File: config.mk
export PLATFORM = sky130hd
export DESIGN_NAME = sata_stack
export DESIGN_NICKNAME = d
export VERILOG_FILES = /design/src/design/sata_cmd_pkg.sv /design/src/design/sata_prim_pkg.sv /design/src/design/sata_command_layer.sv /design/src/design/sata_crc.sv /design/src/design/sata_link_layer.sv /design/src/design/sata_phy_layer.sv /design/src/design/sata_stack.sv /design/src/design/sata_transport_layer.sv
export SDC_FILE = /design/constraint.sdc
export NUM_CORES = 1
export LEC_CHECK = 0
export ABC_AREA = 1
export BUFFER_PORTS_ARGS = -buffer_cell sky130_fd_sc_hd__buf_2
export CORE_MARGIN = 2
export CORE_UTILIZATION = 44
export CTS_CLUSTER_SIZE = 40
export DETAILED_ROUTE_END_ITERATION = 16
export PLACE_DENSITY = 0.67
export SLEW_MARGIN = 20
export SYNTH_ARGS = -nofsm -noshare
export SYNTH_HDL_FRONTEND = slang
export SYNTH_SLANG_ARGS = --single-unit
File: constraint.sdc
create_clock -name clk -period 11.3 [get_ports clk]
set_clock_uncertainty 0.2 [all_clocks]
set_input_delay 0.565 -clock clk [delete_from_list [all_inputs] [get_ports clk]]
set_output_delay 0.565 -clock clk [all_outputs]
set_load 0.03 [all_outputs]
File: src/design/sata_cmd_pkg.sv
// SATA register FIS definitions
package sata_cmd_pkg;

  localparam int LBA_W      = 48;
  localparam int COUNT_W    = 16;
  localparam int FEATURES_W = 16;

  typedef logic [LBA_W-1:0]      lba_t;
  typedef logic [COUNT_W-1:0]    count_t;
  typedef logic [FEATURES_W-1:0] features_t;

  // Register FIS length in dwords
  localparam int FIS_DWORDS = 5;

  // LBA addressing bit in the device register
  localparam logic [7:0] DEVICE_LBA_MODE = 8'h40;

  localparam int STATUS_ERR_BIT = 0;

  typedef enum logic [7:0] {
    REG_H2D = 8'h27,
    REG_D2H = 8'h34
  } fis_type_e;

  typedef enum logic [7:0] {
    IDENTIFY        = 8'hEC,
    FLUSH_EXT       = 8'hEA,
    READ_VERIFY_EXT = 8'h42,
    SET_FEATURES    = 8'hEF
  } ata_cmd_e;

endpackage

File: src/design/sata_prim_pkg.sv
// SATA wire-level definitions
package sata_prim_pkg;

  localparam int DWORD_W = 32;

  typedef logic [DWORD_W-1:0] dword_t;

  // Primitives, K28.3 or K28.5 in byte 0
  localparam dword_t PRIM_ALIGN = 32'h7B4A4ABC;
  localparam dword_t PRIM_SYNC  = 32'hB5B5957C;
  localparam dword_t PRIM_X_RDY = 32'h5757B57C;
  localparam dword_t PRIM_R_RDY = 32'h4A4A957C;
  localparam dword_t PRIM_R_IP  = 32'h5555B57C;
  localparam dword_t PRIM_R_OK  = 32'h3535B57C;
  localparam dword_t PRIM_R_ERR = 32'h5656B57C;
  localparam dword_t PRIM_SOF   = 32'h3737B57C;
  localparam dword_t PRIM_EOF   = 32'hD5D5B57C;
  localparam dword_t PRIM_WTRM  = 32'h5858B57C;

  // Frame CRC
  localparam dword_t CRC_SEED = 32'h52325032;
  localparam dword_t CRC_POLY = 32'h04C11DB7;

  typedef enum logic [2:0] {
    RESET,
    COMRESET,
    COMWAKE,
    WAIT_ALIGN,
    READY
  } phy_state_e;

  typedef enum logic [3:0] {
    IDLE,
    TX_RDY,
    TX_SOF,
    TX_DATA,
    TX_CRC,
    TX_EOF,
    TX_WTRM,
    RX_RDY,
    RX_DATA,
    RX_RESP
  } link_state_e;

endpackage

File: src/design/sata_command_layer.sv
// SATA command layer
`timescale 1ns/10ps

module sata_command_layer import sata_cmd_pkg::*; (
  input  logic       clk,
  input  logic       arst_n,
  input  logic       linkup,
  input  logic       cmd_req,
  output logic       cmd_ack,
  input  ata_cmd_e   hard_drive_command,
  input  features_t  user_features,
  input  count_t     sector_count,
  input  lba_t       sector_address,
  output logic       sata_busy,
  output logic       hard_drive_error,
  output logic       link_error,
  output logic       send_stb,
  output ata_cmd_e   h2d_command,
  output features_t  h2d_features,
  output lba_t       h2d_lba,
  output count_t     h2d_sector_count,
  input  logic       d2h_reg_stb,
  input  logic [7:0] d2h_status,
  input  logic       xmit_error
);

  typedef enum logic [1:0] {
    CMD_IDLE,
    CMD_BUSY,
    CMD_ACK
  } cmd_state_e;

  cmd_state_e state;
  logic       accept;

  assign accept = (state == CMD_IDLE) && cmd_req && linkup;

  always_ff @(posedge clk or negedge arst_n) begin
    if (!arst_n) begin
      state            <= CMD_IDLE;
      send_stb         <= 1'b0;
      hard_drive_error <= 1'b0;
      link_error       <= 1'b0;
    end else begin
      send_stb <= accept;
      case (state)
        CMD_IDLE: begin
          if (accept) begin
            hard_drive_error <= 1'b0;
            link_error       <= 1'b0;
            state            <= CMD_BUSY;
          end
        end
        CMD_BUSY: begin
          if (xmit_error) begin
            link_error <= 1'b1;
            state      <= CMD_ACK;
          end else if (d2h_reg_stb) begin
            hard_drive_error <= d2h_status[STATUS_ERR_BIT];
            state            <= CMD_ACK;
          end
        end
        // Wait for the user to drop req
        CMD_ACK: begin
          if (!cmd_req) state <= CMD_IDLE;
        end
        default: begin
          state <= CMD_IDLE;
        end
      endcase
    end
  end

  always_ff @(posedge clk) begin
    if (accept) begin
      h2d_command      <= hard_drive_command;
      h2d_features     <= user_features;
      h2d_lba          <= sector_address;
      h2d_sector_count <= sector_count;
    end
  end

  assign sata_busy = (state == CMD_BUSY);
  assign cmd_ack   = (state == CMD_ACK);

endmodule

File: src/design/sata_crc.sv
// SATA frame CRC
`timescale 1ns/10ps

module sata_crc import sata_prim_pkg::*; (
  input  logic   clk,
  input  logic   arst_n,
  input  logic   init,
  input  logic   en,
  input  dword_t din,
  output dword_t crc
);

  dword_t base;

  // Fold one dword, MSB first
  function automatic dword_t crc_step(dword_t c, dword_t d);
    dword_t r;
    logic   fb;
    r = c;
    for (int i = DWORD_W - 1; i >= 0; i--) begin
      fb = r[DWORD_W-1] ^ d[i];
      r  = {r[DWORD_W-2:0], 1'b0};
      if (fb) begin
        r = r ^ CRC_POLY;
      end
    end
    return r;
  endfunction

  // Init together with en starts a new CRC with this dword
  assign base = init ? CRC_SEED : crc;

  always_ff @(posedge clk or negedge arst_n) begin
    if (!arst_n) begin
      crc <= CRC_SEED;
    end else if (en) begin
      crc <= crc_step(base, din);
    end else if (init) begin
      crc <= CRC_SEED;
    end
  end

endmodule

File: src/design/sata_link_layer.sv
// SATA link layer framing
`timescale 1ns/10ps

module sata_link_layer import sata_prim_pkg::*, sata_cmd_pkg::*; (
  input  logic       clk,
  input  logic       arst_n,
  input  logic       phy_ready,
  input  dword_t     rx_din,
  input  logic [3:0] rx_is_k,
  output dword_t     ll_tx_dout,
  output logic       ll_tx_is_k,
  input  logic       write_start,
  input  dword_t     write_data,
  output logic       write_strobe,
  output logic       write_done,
  output logic       xmit_error,
  output dword_t     read_data,
  output logic       read_strobe,
  output logic       read_finished,
  output logic       read_crc_ok
);

  link_state_e state;
  logic [2:0]  tx_cnt;
  dword_t      held;
  logic        held_valid;
  dword_t      tx_crc;
  dword_t      rx_crc;
  logic        det_sync;
  logic        det_x_rdy;
  logic        det_r_rdy;
  logic        det_r_ok;
  logic        det_r_err;
  logic        det_sof;
  logic        det_eof;
  logic        rx_data_vld;

  // Primitive detection on byte 0 K flag
  assign det_sync    = rx_is_k[0] && (rx_din == PRIM_SYNC);
  assign det_x_rdy   = rx_is_k[0] && (rx_din == PRIM_X_RDY);
  assign det_r_rdy   = rx_is_k[0] && (rx_din == PRIM_R_RDY);
  assign det_r_ok    = rx_is_k[0] && (rx_din == PRIM_R_OK);
  assign det_r_err   = rx_is_k[0] && (rx_din == PRIM_R_ERR);
  assign det_sof     = rx_is_k[0] && (rx_din == PRIM_SOF);
  assign det_eof     = rx_is_k[0] && (rx_din == PRIM_EOF);
  assign rx_data_vld = !rx_is_k[0];

  always_ff @(posedge clk or negedge arst_n) begin
    if (!arst_n) begin
      state         <= IDLE;
      tx_cnt        <= '0;
      held_valid    <= 1'b0;
      write_done    <= 1'b0;
      xmit_error    <= 1'b0;
      read_finished <= 1'b0;
      read_crc_ok   <= 1'b0;
    end else begin
      write_done    <= 1'b0;
      xmit_error    <= 1'b0;
      read_finished <= 1'b0;
      case (state)
        // A pending transmit wins over an incoming X_RDY
        IDLE: begin
          if (phy_ready && write_start) begin
            state <= TX_RDY;
          end else if (phy_ready && det_x_rdy) begin
            state <= RX_RDY;
          end
        end
        TX_RDY: begin
          if (det_r_rdy) state <= TX_SOF;
        end
        TX_SOF: begin
          tx_cnt <= '0;
          state  <= TX_DATA;
        end
        TX_DATA: begin
          tx_cnt <= tx_cnt + 3'd1;
          if (tx_cnt == 3'(FIS_DWORDS - 1)) state <= TX_CRC;
        end
        TX_CRC: begin
          state <= TX_EOF;
        end
        TX_EOF: begin
          state <= TX_WTRM;
        end
        TX_WTRM: begin
          if (det_r_ok || det_r_err) begin
            write_done <= 1'b1;
            xmit_error <= det_r_err;
            state      <= IDLE;
          end
        end
        RX_RDY: begin
          if (det_sof) begin
            held_valid <= 1'b0;
            state      <= RX_DATA;
          end
        end
        // Last held dword at EOF is the frame CRC
        RX_DATA: begin
          if (det_eof) begin
            read_finished <= 1'b1;
            read_crc_ok   <= held_valid && (held == rx_crc);
            state         <= RX_RESP;
          end else if (rx_data_vld) begin
            held_valid <= 1'b1;
          end
        end
        RX_RESP: begin
          if (det_sync) state <= IDLE;
        end
        default: begin
          state <= IDLE;
        end
      endcase
    end
  end

  // One-slot delay line for received payload
  always_ff @(posedge clk) begin
    if (state == RX_DATA && rx_data_vld) begin
      held <= rx_din;
    end
  end

  assign write_strobe = (state == TX_DATA);
  assign read_data    = held;
  assign read_strobe  = (state == RX_DATA) && rx_data_vld && held_valid;

  sata_crc i_tx_crc (
    .clk    (clk),
    .arst_n (arst_n),
    .init   (state == TX_SOF),
    .en     (write_strobe),
    .din    (write_data),
    .crc    (tx_crc)
  );

  sata_crc i_rx_crc (
    .clk    (clk),
    .arst_n (arst_n),
    .init   (state == RX_RDY && det_sof),
    .en     (read_strobe),
    .din    (held),
    .crc    (rx_crc)
  );

  always_comb begin
    ll_tx_dout = PRIM_SYNC;
    ll_tx_is_k = 1'b1;
    case (state)
      TX_RDY:  ll_tx_dout = PRIM_X_RDY;
      TX_SOF:  ll_tx_dout = PRIM_SOF;
      TX_DATA: begin
        ll_tx_dout = write_data;
        ll_tx_is_k = 1'b0;
      end
      TX_CRC: begin
        ll_tx_dout = tx_crc;
        ll_tx_is_k = 1'b0;
      end
      TX_EOF:  ll_tx_dout = PRIM_EOF;
      TX_WTRM: ll_tx_dout = PRIM_WTRM;
      RX_RDY:  ll_tx_dout = PRIM_R_RDY;
      RX_DATA: ll_tx_dout = PRIM_R_IP;
      RX_RESP: ll_tx_dout = read_crc_ok ? PRIM_R_OK : PRIM_R_ERR;
      default: ll_tx_dout = PRIM_SYNC;
    endcase
  end

endmodule

File: src/design/sata_phy_layer.sv
// SATA OOB bring-up
`timescale 1ns/10ps

module sata_phy_layer import sata_prim_pkg::*; (
  input  logic       clk,
  input  logic       arst_n,
  input  logic       platform_ready,
  input  logic       comm_init_detect,
  input  logic       comm_wake_detect,
  input  dword_t     rx_din,
  input  logic [3:0] rx_is_k,
  output logic       tx_comm_reset,
  output logic       tx_comm_wake,
  output dword_t     phy_tx_dout,
  output logic       phy_tx_is_k,
  output logic       phy_ready
);

  phy_state_e state;
  logic       rx_align;

  assign rx_align = rx_is_k[0] && (rx_din == PRIM_ALIGN);

  always_ff @(posedge clk or negedge arst_n) begin
    if (!arst_n) begin
      state <= RESET;
    end else begin
      case (state)
        RESET: begin
          if (platform_ready) state <= COMRESET;
        end
        // Hold COMRESET until the device answers with COMINIT
        COMRESET: begin
          if (comm_init_detect) state <= COMWAKE;
        end
        COMWAKE: begin
          if (comm_wake_detect) state <= WAIT_ALIGN;
        end
        // Lane is up once the device echoes ALIGN
        WAIT_ALIGN: begin
          if (rx_align) state <= READY;
        end
        READY: begin
          state <= READY;
        end
        default: begin
          state <= RESET;
        end
      endcase
    end
  end

  assign tx_comm_reset = (state == COMRESET);
  assign tx_comm_wake  = (state == COMWAKE);
  assign phy_ready     = (state == READY);

  // ALIGN during bring-up, idle SYNC afterwards
  assign phy_tx_dout = phy_ready ? PRIM_SYNC : PRIM_ALIGN;
  assign phy_tx_is_k = 1'b1;

endmodule

File: src/design/sata_stack.sv
// SATA host stack top
`timescale 1ns/10ps

module sata_stack import sata_prim_pkg::*, sata_cmd_pkg::*; (
  input  logic       clk,
  input  logic       arst_n,
  input  logic       platform_ready,
  output logic       linkup,
  input  logic       cmd_req,
  output logic       cmd_ack,
  input  ata_cmd_e   hard_drive_command,
  input  features_t  user_features,
  input  count_t     sector_count,
  input  lba_t       sector_address,
  output logic       sata_busy,
  output logic       hard_drive_error,
  output logic       link_error,
  output logic       d2h_reg_stb,
  output logic       d2h_interrupt,
  output logic [7:0] d2h_status,
  output logic [7:0] d2h_error,
  output logic [7:0] d2h_device,
  output lba_t       d2h_lba,
  output count_t     d2h_sector_count,
  output dword_t     tx_dout,
  output logic [3:0] tx_is_k,
  output logic       tx_comm_reset,
  output logic       tx_comm_wake,
  input  dword_t     rx_din,
  input  logic [3:0] rx_is_k,
  input  logic       comm_init_detect,
  input  logic       comm_wake_detect
);

  dword_t    phy_tx_dout;
  logic      phy_tx_is_k;
  dword_t    ll_tx_dout;
  logic      ll_tx_is_k;
  logic      layer_rst_n;
  logic      write_start;
  dword_t    write_data;
  logic      write_strobe;
  logic      write_done;
  logic      ll_xmit_error;
  dword_t    read_data;
  logic      read_strobe;
  logic      read_finished;
  logic      read_crc_ok;
  logic      xmit_error;
  logic      send_stb;
  ata_cmd_e  h2d_command;
  features_t h2d_features;
  lba_t      h2d_lba;
  count_t    h2d_sector_count;

  // Upper layers stay in reset until the lane is up
  assign layer_rst_n = arst_n & linkup;

  sata_phy_layer i_phy (
    .clk              (clk),
    .arst_n           (arst_n),
    .platform_ready   (platform_ready),
    .comm_init_detect (comm_init_detect),
    .comm_wake_detect (comm_wake_detect),
    .rx_din           (rx_din),
    .rx_is_k          (rx_is_k),
    .tx_comm_reset    (tx_comm_reset),
    .tx_comm_wake     (tx_comm_wake),
    .phy_tx_dout      (phy_tx_dout),
    .phy_tx_is_k      (phy_tx_is_k),
    .phy_ready        (linkup)
  );

  sata_link_layer i_link (
    .clk           (clk),
    .arst_n        (layer_rst_n),
    .phy_ready     (linkup),
    .rx_din        (rx_din),
    .rx_is_k       (rx_is_k),
    .ll_tx_dout    (ll_tx_dout),
    .ll_tx_is_k    (ll_tx_is_k),
    .write_start   (write_start),
    .write_data    (write_data),
    .write_strobe  (write_strobe),
    .write_done    (write_done),
    .xmit_error    (ll_xmit_error),
    .read_data     (read_data),
    .read_strobe   (read_strobe),
    .read_finished (read_finished),
    .read_crc_ok   (read_crc_ok)
  );

  sata_transport_layer i_transport (
    .clk              (clk),
    .arst_n           (layer_rst_n),
    .send_stb         (send_stb),
    .h2d_command      (h2d_command),
    .h2d_features     (h2d_features),
    .h2d_lba          (h2d_lba),
    .h2d_sector_count (h2d_sector_count),
    .write_start      (write_start),
    .write_data       (write_data),
    .write_strobe     (write_strobe),
    .write_done       (write_done),
    .ll_xmit_error    (ll_xmit_error),
    .read_data        (read_data),
    .read_strobe      (read_strobe),
    .read_finished    (read_finished),
    .read_crc_ok      (read_crc_ok),
    .xmit_error       (xmit_error),
    .d2h_reg_stb      (d2h_reg_stb),
    .d2h_interrupt    (d2h_interrupt),
    .d2h_status       (d2h_status),
    .d2h_error        (d2h_error),
    .d2h_device       (d2h_device),
    .d2h_lba          (d2h_lba),
    .d2h_sector_count (d2h_sector_count)
  );

  sata_command_layer i_command (
    .clk                (clk),
    .arst_n             (layer_rst_n),
    .linkup             (linkup),
    .cmd_req            (cmd_req),
    .cmd_ack            (cmd_ack),
    .hard_drive_command (hard_drive_command),
    .user_features      (user_features),
    .sector_count       (sector_count),
    .sector_address     (sector_address),
    .sata_busy          (sata_busy),
    .hard_drive_error   (hard_drive_error),
    .link_error         (link_error),
    .send_stb           (send_stb),
    .h2d_command        (h2d_command),
    .h2d_features       (h2d_features),
    .h2d_lba            (h2d_lba),
    .h2d_sector_count   (h2d_sector_count),
    .d2h_reg_stb        (d2h_reg_stb),
    .d2h_status         (d2h_status),
    .xmit_error         (xmit_error)
  );

  // Phy owns the lane until linkup
  assign tx_dout = linkup ? ll_tx_dout : phy_tx_dout;
  assign tx_is_k = {4{linkup ? ll_tx_is_k : phy_tx_is_k}};

endmodule

File: src/design/sata_transport_layer.sv
// SATA register FIS transport
`timescale 1ns/10ps

module sata_transport_layer import sata_prim_pkg::*, sata_cmd_pkg::*; (
  input  logic      clk,
  input  logic      arst_n,
  input  logic      send_stb,
  input  ata_cmd_e  h2d_command,
  input  features_t h2d_features,
  input  lba_t      h2d_lba,
  input  count_t    h2d_sector_count,
  output logic      write_start,
  output dword_t    write_data,
  input  logic      write_strobe,
  input  logic      write_done,
  input  logic      ll_xmit_error,
  input  dword_t    read_data,
  input  logic      read_strobe,
  input  logic      read_finished,
  input  logic      read_crc_ok,
  output logic      xmit_error,
  output logic      d2h_reg_stb,
  output logic      d2h_interrupt,
  output logic [7:0] d2h_status,
  output logic [7:0] d2h_error,
  output logic [7:0] d2h_device,
  output lba_t      d2h_lba,
  output count_t    d2h_sector_count
);

  dword_t     h2d_sr [FIS_DWORDS];
  dword_t     rx_fis [FIS_DWORDS];
  logic [2:0] rx_cnt;
  logic       rx_good;

  // H2D register FIS, byte 0 in the low bits
  always_ff @(posedge clk) begin
    if (send_stb) begin
      h2d_sr[0] <= {h2d_features[7:0], h2d_command, 8'h80, REG_H2D};
      h2d_sr[1] <= {DEVICE_LBA_MODE, h2d_lba[23:0]};
      h2d_sr[2] <= {h2d_features[15:8], h2d_lba[47:24]};
      h2d_sr[3] <= {16'h0000, h2d_sector_count};
      h2d_sr[4] <= '0;
    end else if (write_strobe) begin
      for (int i = 0; i < FIS_DWORDS - 1; i++) begin
        h2d_sr[i] <= h2d_sr[i+1];
      end
      h2d_sr[FIS_DWORDS-1] <= '0;
    end
  end

  assign write_data = h2d_sr[0];

  always_ff @(posedge clk) begin
    if (read_strobe && rx_cnt < FIS_DWORDS) begin
      rx_fis[rx_cnt] <= read_data;
    end
  end

  // Good CRC, right type and exact length
  assign rx_good = read_finished && read_crc_ok && (rx_cnt == 3'(FIS_DWORDS)) &&
                   (rx_fis[0][7:0] == REG_D2H);

  always_ff @(posedge clk or negedge arst_n) begin
    if (!arst_n) begin
      write_start <= 1'b0;
      xmit_error  <= 1'b0;
      d2h_reg_stb <= 1'b0;
      rx_cnt      <= '0;
    end else begin
      write_start <= send_stb;
      xmit_error  <= write_done && ll_xmit_error;
      d2h_reg_stb <= rx_good;
      if (read_finished) begin
        rx_cnt <= '0;
      end else if (read_strobe && rx_cnt != 3'd7) begin
        rx_cnt <= rx_cnt + 3'd1;
      end
    end
  end

  // Fields only change on an accepted frame
  always_ff @(posedge clk) begin
    if (rx_good) begin
      d2h_interrupt    <= rx_fis[0][14];
      d2h_status       <= rx_fis[0][23:16];
      d2h_error        <= rx_fis[0][31:24];
      d2h_lba          <= {rx_fis[2][23:0], rx_fis[1][23:0]};
      d2h_device       <= rx_fis[1][31:24];
      d2h_sector_count <= rx_fis[3][15:0];
    end
  end

endmodule

==> impl_metrics.json, run 1 <==
{
  "report.final.setup_viol": 0,
  "wire_per_inst_um": 18.82,
  "drive_gt1_share_pct": 18.70,
  "place.gp.congestion": 0.9919,
  "overflow": 0,
  "stdcell_area_um2": 34240,
  "tightestPinTransition_ns": 1.040,
  "synth_cells": 3267,
  "r2r_cells": 28,
  "io_pins": 263,
  "r2r-start": "i_link.state[3]$_DFFE_PN0P_",
  "ys_async_sr_fraction_pct": 17.72,
  "synthFlopType": "edfxtp_1",
  "hp-start": "rx_din[25]",
  "whs_path_depth": 1,
  "synth.net_count": 3402,
  "ys_ff_latch": 508,
  "cts_root_buf": "clkbuf_16",
  "crit_path_max_incr_delay_ns": 0.62,
  "seq_area_frac_synth_pct": 51.29,
  "fmaxAchievable_ghz": 0.1712,
  "cpMaxStageDelayCell": "nand3_4",
  "coreArea_um2": 64700,
  "die_x_um": 260.4,
  "clkTransAtPathRegs_ns": 0.06,
  "status": "complete, no violations",
  "min_period_ns": 5.840,
  "placed_area_um2": 31170,
  "vias": 23460,
  "rsz0062_at_grt": "no",
  "tritoncts": "yes",
  "viasPerCell": 5.136,
  "syn2layout_area_growth_pct": 18.41,
  "htree_levels": 2,
  "slew_violations": 0,
  "hpwl_mm": 63.55,
  "track_usage_pct": 25.20,
  "grt_pass1_vias": 21530,
  "drt-total-wl_mm": 85.96,
  "hold_path_end": "i_link.read_data[25]$_DFFE_PP_",
  "cts_made_buffers": 53,
  "cp_num_buf_inv": 5,
  "crit_path_frequent_cell": "nand2_2",
  "tns_ns": 0,
  "crit_family": "simple AND/OR/NAND/NOR gates",
  "drt_first_iter_violations": 2511,
  "ys_types": 64,
  "remaining_drc_errors": 0,
  "post-cts-setup-buffers": 0,
  "cts_sinks": 508,
  "fin_nets": 3802,
  "antenna_found_initial": 2,
  "grt_pass1_wl_mm": 128.6,
  "relSlewSlack_pct": 30.68,
  "synth-edff-count": 418,
  "cp_data_arrival_time_ns": 6.11,
  "criticalPathCategory": "primary input to register",
  "clockBufferDepth": 3,
  "synth_area_um2": 28920,
  "drtPass1Iterations": 6,
  "max_cap_viol_count": 0,
  "worstSetupStartpointType": "primary input",
  "port_buffers": 259,
  "crit_fanout": 61,
  "r2r_end": "i_link.i_rx_crc.crc[26]$_DFF_PN0_",
  "initial_core_util_pct": 44.70,
  "period_share_pct": 51.68,
  "cp_data_required_time_ns": 11.57,
  "r2r_slack_ns": 5.97,
  "die_h_um": 260.4,
  "clkLatencyLatePin_ns": 0.65,
  "hold_class": "primary input to register",
  "syn_avg_cell_area_um2": 8.851,
  "grt_max_degree": 91,
  "fp-row-count": 93,
  "final-hold-violation-count": 0,
  "end_kind": "register",
  "dieArea_um2": 67780,
  "synth_warnings": 0,
  "ant_nets": 0
}
[state kept, by name, indices dropped and copies added, names as in the netlist, 2 cells and up]
| name | flops |
|---|---|
| d2h_device | 8 |
| d2h_error | 8 |
| d2h_lba | 48 |
| d2h_sector_count | 16 |
| d2h_status | 7 |
| i_command.h2d_command | 8 |
| i_command.h2d_features | 16 |
| i_command.h2d_lba | 48 |
| i_command.h2d_sector_count | 16 |
| i_command.state | 2 |
| i_link.i_rx_crc.crc | 32 |
| i_link.i_tx_crc.crc | 32 |
| i_link.read_data | 32 |
| i_link.state | 4 |
| i_link.tx_cnt | 3 |
| i_phy.state | 3 |
| i_transport.h2d_sr | 112 |
| i_transport.rx_cnt | 3 |
| i_transport.rx_fis | 97 |
[layout make-up]
| class | count | area, µm² |
|---|---|---|
| well taps | 855 | 1070 |
| diodes | 1 | 2.502 |
| multi-input cells | 2365 | 12550 |
| clock inverters | 41 | 489.2 |
| inverters | 343 | 1299 |
| fillers | 5867 | 30460 |
| clock buffers | 58 | 1365 |
| flip-flops and latches | 508 | 14830 |
| repair buffers | 396 | 2631 |
[worst reg2reg max path: cells and delay by family, from the launching register on]
family	cells	cell delay, ns
AND/OR/NAND/NOR	24	4.01
flip-flops	1	0.44
buffers and inverters	3	0.42
AO/OA/AOI/OAI	1	0.11
[per-stage QoR]
| stage | setup WS, ns | hold slack, ns | utilization (%) | std cells |
|---|---|---|---|---|
| 6_report | 5.460 | 0.03312 | 52.92 | 4567 |
| 5_1_grt | 5.072 | 0.03463 | 52.92 | 4567 |
| 4_1_cts | 5.604 | 0.003116 | 52.91 | 4566 |
| 3_5_place_dp | 5.504 | 0.1724 | 48.17 | 4346 |
| 3_3_place_gp | 5.477 | 0.1699 | 48.17 | 4346 |
| 2_1_floorplan | 0.7830 | 0.06941 | - | 3267 |
[cells in the mapped netlist (10+ instances only)]
library cell | count | area (µm²)
a21oi_1 | 25 | 125.1
nand3_2 | 21 | 210.2
nand2_1 | 1246 | 4677
nand2_4 | 38 | 427.9
dfrtp_1 | 68 | 1702
xor2_1 | 197 | 1725
edfxtp_1 | 418 | 12550
nand4_1 | 19 | 118.9
o21ai_1 | 16 | 80.08
xnor2_1 | 71 | 621.9
o211ai_1 | 10 | 75.07
nand2_2 | 125 | 782.0
nand3_1 | 270 | 1351
or2_2 | 25 | 156.4
xnor2_2 | 10 | 162.7
inv_1 | 293 | 1100
dfstp_2 | 22 | 578.1
o21ai_0 | 49 | 245.2
inv_2 | 46 | 172.7
nor4_1 | 16 | 100.1
nor2_1 | 111 | 416.7
nand3b_1 | 19 | 142.6
clkbuf_1 | 29 | 108.9
xor2_2 | 14 | 227.7
[metal layers]
metal	up-vias	global-route usage, %	part of all wire (%)
li1	11360	-	-
met1	10970	35.98	44
met2	982	39.64	45
met3	145	3.186	7.6
met4	0	8.778	3.5
met5	-	0	0
[layout by cell type, fill, tap and decap left out, drive strengths merged, types with 3 or more instances in the layout]
| master | count |
|---|---|
| nand4 | 19 |
| nand3b | 19 |
| xnor2 | 81 |
| nand2 | 1409 |
| a2111oi | 3 |
| o21ai | 65 |
| clkbuf | 58 |
| bufinv | 7 |
| dfstp | 22 |
| xor2 | 219 |
| nor3 | 9 |
| o22ai | 5 |
| nor2 | 122 |
| dlygate4sd3 | 121 |
| a31oi | 4 |
| ha | 5 |
| o211ai | 10 |
| edfxtp | 418 |
| o2111ai | 9 |
| clkinv | 25 |
| clkinvlp | 7 |
| dfrtp | 68 |
| a41oi | 3 |
| a21oi | 25 |
| nand3 | 292 |
| or2 | 29 |
| nor4 | 16 |
| inv | 345 |
| buf | 275 |
[logic make-up after synthesis]
kind of cell             Yosys count  synth area share (%)
AO/OA/AOI/OAI                    141                 2.942
XOR/XNOR                         301                 10.31
adder cells (fa/ha/maj)            5                0.2163
buffers and inverters            394                 5.525
flip-flops                       508                 51.29
AND/OR/NAND/NOR                 1918                 29.72
[worst max path at each step]
stage | start | endpoint | slack [ns] | depth (start not counted)
5_1_grt | rx_din[0] | i_link.i_rx_crc.crc[10]$_DFF_PN0_ | 5.07 | 33
4_1_cts | rx_din[1] | i_link.i_rx_crc.crc[26]$_DFF_PN0_ | 5.60 | 32
6_report | rx_din[0] | i_link.i_rx_crc.crc[26]$_DFF_PN0_ | 5.46 | 32
3_3_place_gp | rx_din[0] | i_link.i_rx_crc.crc[7]$_DFF_PN0_ | 5.48 | 29
2_1_floorplan | i_transport.rx_cnt[1]$_DFFE_PN0P_ | i_transport.d2h_reg_stb$_DFF_PN0_ | 0.78 | 6
3_5_place_dp | rx_din[0] | i_link.i_rx_crc.crc[7]$_DFF_PN0_ | 5.50 | 29
[timing repair]
| action | 4_1_cts | 5_1_grt |
|---|---|---|
| hold buffers | 121 | 0 |
| resized for setup | 0 | 0 |
| hold endpoints to repair | 123 | 0 |
Power of run 1 is left out: the tool's default activity adds up to more than one toggle a clock period on the data nets, which glitch-free logic cannot reach.
==> run 2, diff against run 1 <==
Clock period 11.3 ns to 5.5 ns, I/O delays scaled along.
==> impl_metrics.json, run 2 (synthesis gave the netlist of run 1 again) <==
{
  "status": "complete, no violations",
  "end_kind": "register",
  "grt_pass1_wl_mm": 129.8,
  "criticalPathCategory": "primary input to register",
  "io_pins": 263,
  "relSlewSlack_pct": 26.60,
  "period_share_pct": 93.64,
  "slew_violations": 0,
  "hold_class": "primary input to register",
  "fp-row-count": 93,
  "cpMaxStageDelayCell": "dlygate4sd3_1",
  "syn2layout_area_growth_pct": 19.25,
  "nFillCells": 5838,
  "diodes": 0,
  "stdcell_count": 4582,
  "drt_first_iter_violations": 2200,
  "seqCellArea_um2": 14830,
  "fin_hold_ws_ns": 0.05149,
  "vias": 23360,
  "final-hold-violation-count": 0,
  "largest_reg_flops": 112,
  "layout_commonest_cell": "nand2_1",
  "placed_cells": 4359,
  "final_cell_mix": "nand2_1, edfxtp_1, inv_1, nand3_1, buf_2",
  "drtPass1Iterations": 5,
  "cp_data_required_time_ns": 5.84,
  "wire_per_inst_um": 19.05,
  "ant_nets": 0,
  "worstSetupStartpointType": "primary input",
  "cp_num_buf_inv": 4,
  "drive_gt1_share_pct": 19.00,
  "remaining_drc_errors": 0,
  "drt-total-wl_mm": 87.29,
  "cp_data_arrival_time_ns": 5.49,
  "coreArea_um2": 64700,
  "rsz0062_at_grt": "no",
  "die_x_um": 260.4,
  "cts_sinks": 508,
  "clkLatencyLatePin_ns": 0.64,
  "crit_path_max_incr_delay_ns": 0.56,
  "track_usage_pct": 25.37,
  "tightestPinTransition_ns": 1.087,
  "report.final.setup_viol": 0,
  "grt_pass1_vias": 21590,
  "reg_top3": "i_transport.h2d_sr x112, i_transport.rx_fis x97",
  "htree_levels": 2,
  "hpwl_mm": 64.67,
  "top_register": "i_transport.h2d_sr",
  "cts_resized": 0,
  "max_cap_viol_count": 0,
  "antenna_found_initial": 2,
  "clkTransAtPathRegs_ns": 0.06,
  "min_period_ns": 5.150,
  "overflow": 0,
  "port_buffers": 259,
  "r2r_slack_ns": 0.55,
  "dieArea_um2": 67780,
  "initial_core_util_pct": 44.70,
  "place.gp.congestion": 0.9969,
  "fin_nets": 3820,
  "fmaxAchievable_ghz": 0.1942,
  "crit_fanout": 17,
  "cts_root_buf": "clkbuf_16",
  "multiInputGateArea_um2": 12600,
  "viasPerCell": 5.098,
  "crit_family": "simple AND/OR/NAND/NOR gates",
  "crit_path_frequent_cell": "nand2_1",
  "tritoncts": "yes",
  "grt_max_degree": 70,
  "die_h_um": 260.4,
  "cts_made_buffers": 52,
  "clockBufferDepth": 3
}
run 2: cell types whose count changed in the layout (fill, tap and decap cells not counted), moves of 3 or more:
cell	before	now
buf_4	15	28
dlygate4sd3_1	121	126
clkinv_1	13	9
clkinvlp_4	7	3
nor4_2	5	1
nor4_4	0	4
bufinv_16	7	10
run 2: area by class of cell:
| cell class | count | share of cell area, % |
|---|---|---|
| sequential | 508 | 43.01 |
| clock buffer | 56 | 3.817 |
| multi-input combinational | 2366 | 36.53 |
| tap | 855 | 3.102 |
| clock inverter | 40 | 1.687 |
| inverter | 343 | 3.766 |
| timing repair buffer | 414 | 8.084 |
run 2: worst register-to-register path, stage by stage (launching register included):
cell      delay (ns)
dfrtp_1         0.54
inv_2           0.13
nor2_8          0.17
nand2_4         0.31
nand2_1         0.21
nand2_1         0.10
nand2_4         0.18
nand2_2         0.09
nand2_4         0.16
xor2_2          0.27
xor2_2          0.35
nand2_1         0.13
nand3b_1        0.12
nand2_2         0.18
xnor2_2         0.35
nand2_1         0.12
nand2_1         0.10
nand2_1         0.09
nand2_2         0.26
inv_2           0.08
nand2_1         0.07
nand2_1         0.16
xnor2_1         0.37
o21ai_1         0.12
run 2: metal layers:
| metal | vias up | wire length [µm] | GRT usage [%] |
|---|---|---|---|
| li1 | 11390 | - | - |
| met4 | 0 | 2673 | 7.730 |
| met1 | 10950 | 38670 | 35.66 |
| met5 | - | 0 | 0 |
| met2 | 883 | 39700 | 40.40 |
| met3 | 133 | 6253 | 4.050 |
run 2: worst paths after layout:
kind / cells past startpoint / startpoint / to
max: 33 / rx_din[0] / i_link.i_rx_crc.crc[14]$_DFF_PN1_
min: 4 / platform_ready / i_phy.state[0]$_DFFE_PN0P_
max reg2reg: 23 / i_link.state[1]$_DFFE_PN0P_ / i_link.i_tx_crc.crc[25]$_DFF_PN1_
min reg2reg: 0 / i_transport.rx_fis[2][17]$_DFFE_PP_ / d2h_lba[41]$_DFFE_PP_
max in group asynchronous: 7 / i_phy.state[1]$_DFFE_PN0P_ / i_transport.write_start$_DFF_PN0_
min in group asynchronous: 5 / arst_n / i_link.i_tx_crc.crc[23]$_DFF_PN0_
run 2: through the flow:
stage	util [%]	setup slack (ns)	cell area, µm²	TNS (ns)
3_5_place_dp	48.40	0.3701	31310	0
5_1_grt	53.30	0.01427	34480	0
6_report	53.30	0.3498	34480	0
3_3_place_gp	48.40	0.4387	31310	0
2_1_floorplan	-	-0.09930	28950	-3.177
4_1_cts	53.28	0.4450	34470	0
run 2: timing repair:
item                       CTS  global route
setup buffers                0             0
hold buffers               126             0
setup endpoints to repair    0             5
hold endpoints to repair   198             0
Power of run 2 is left out for the same reason.
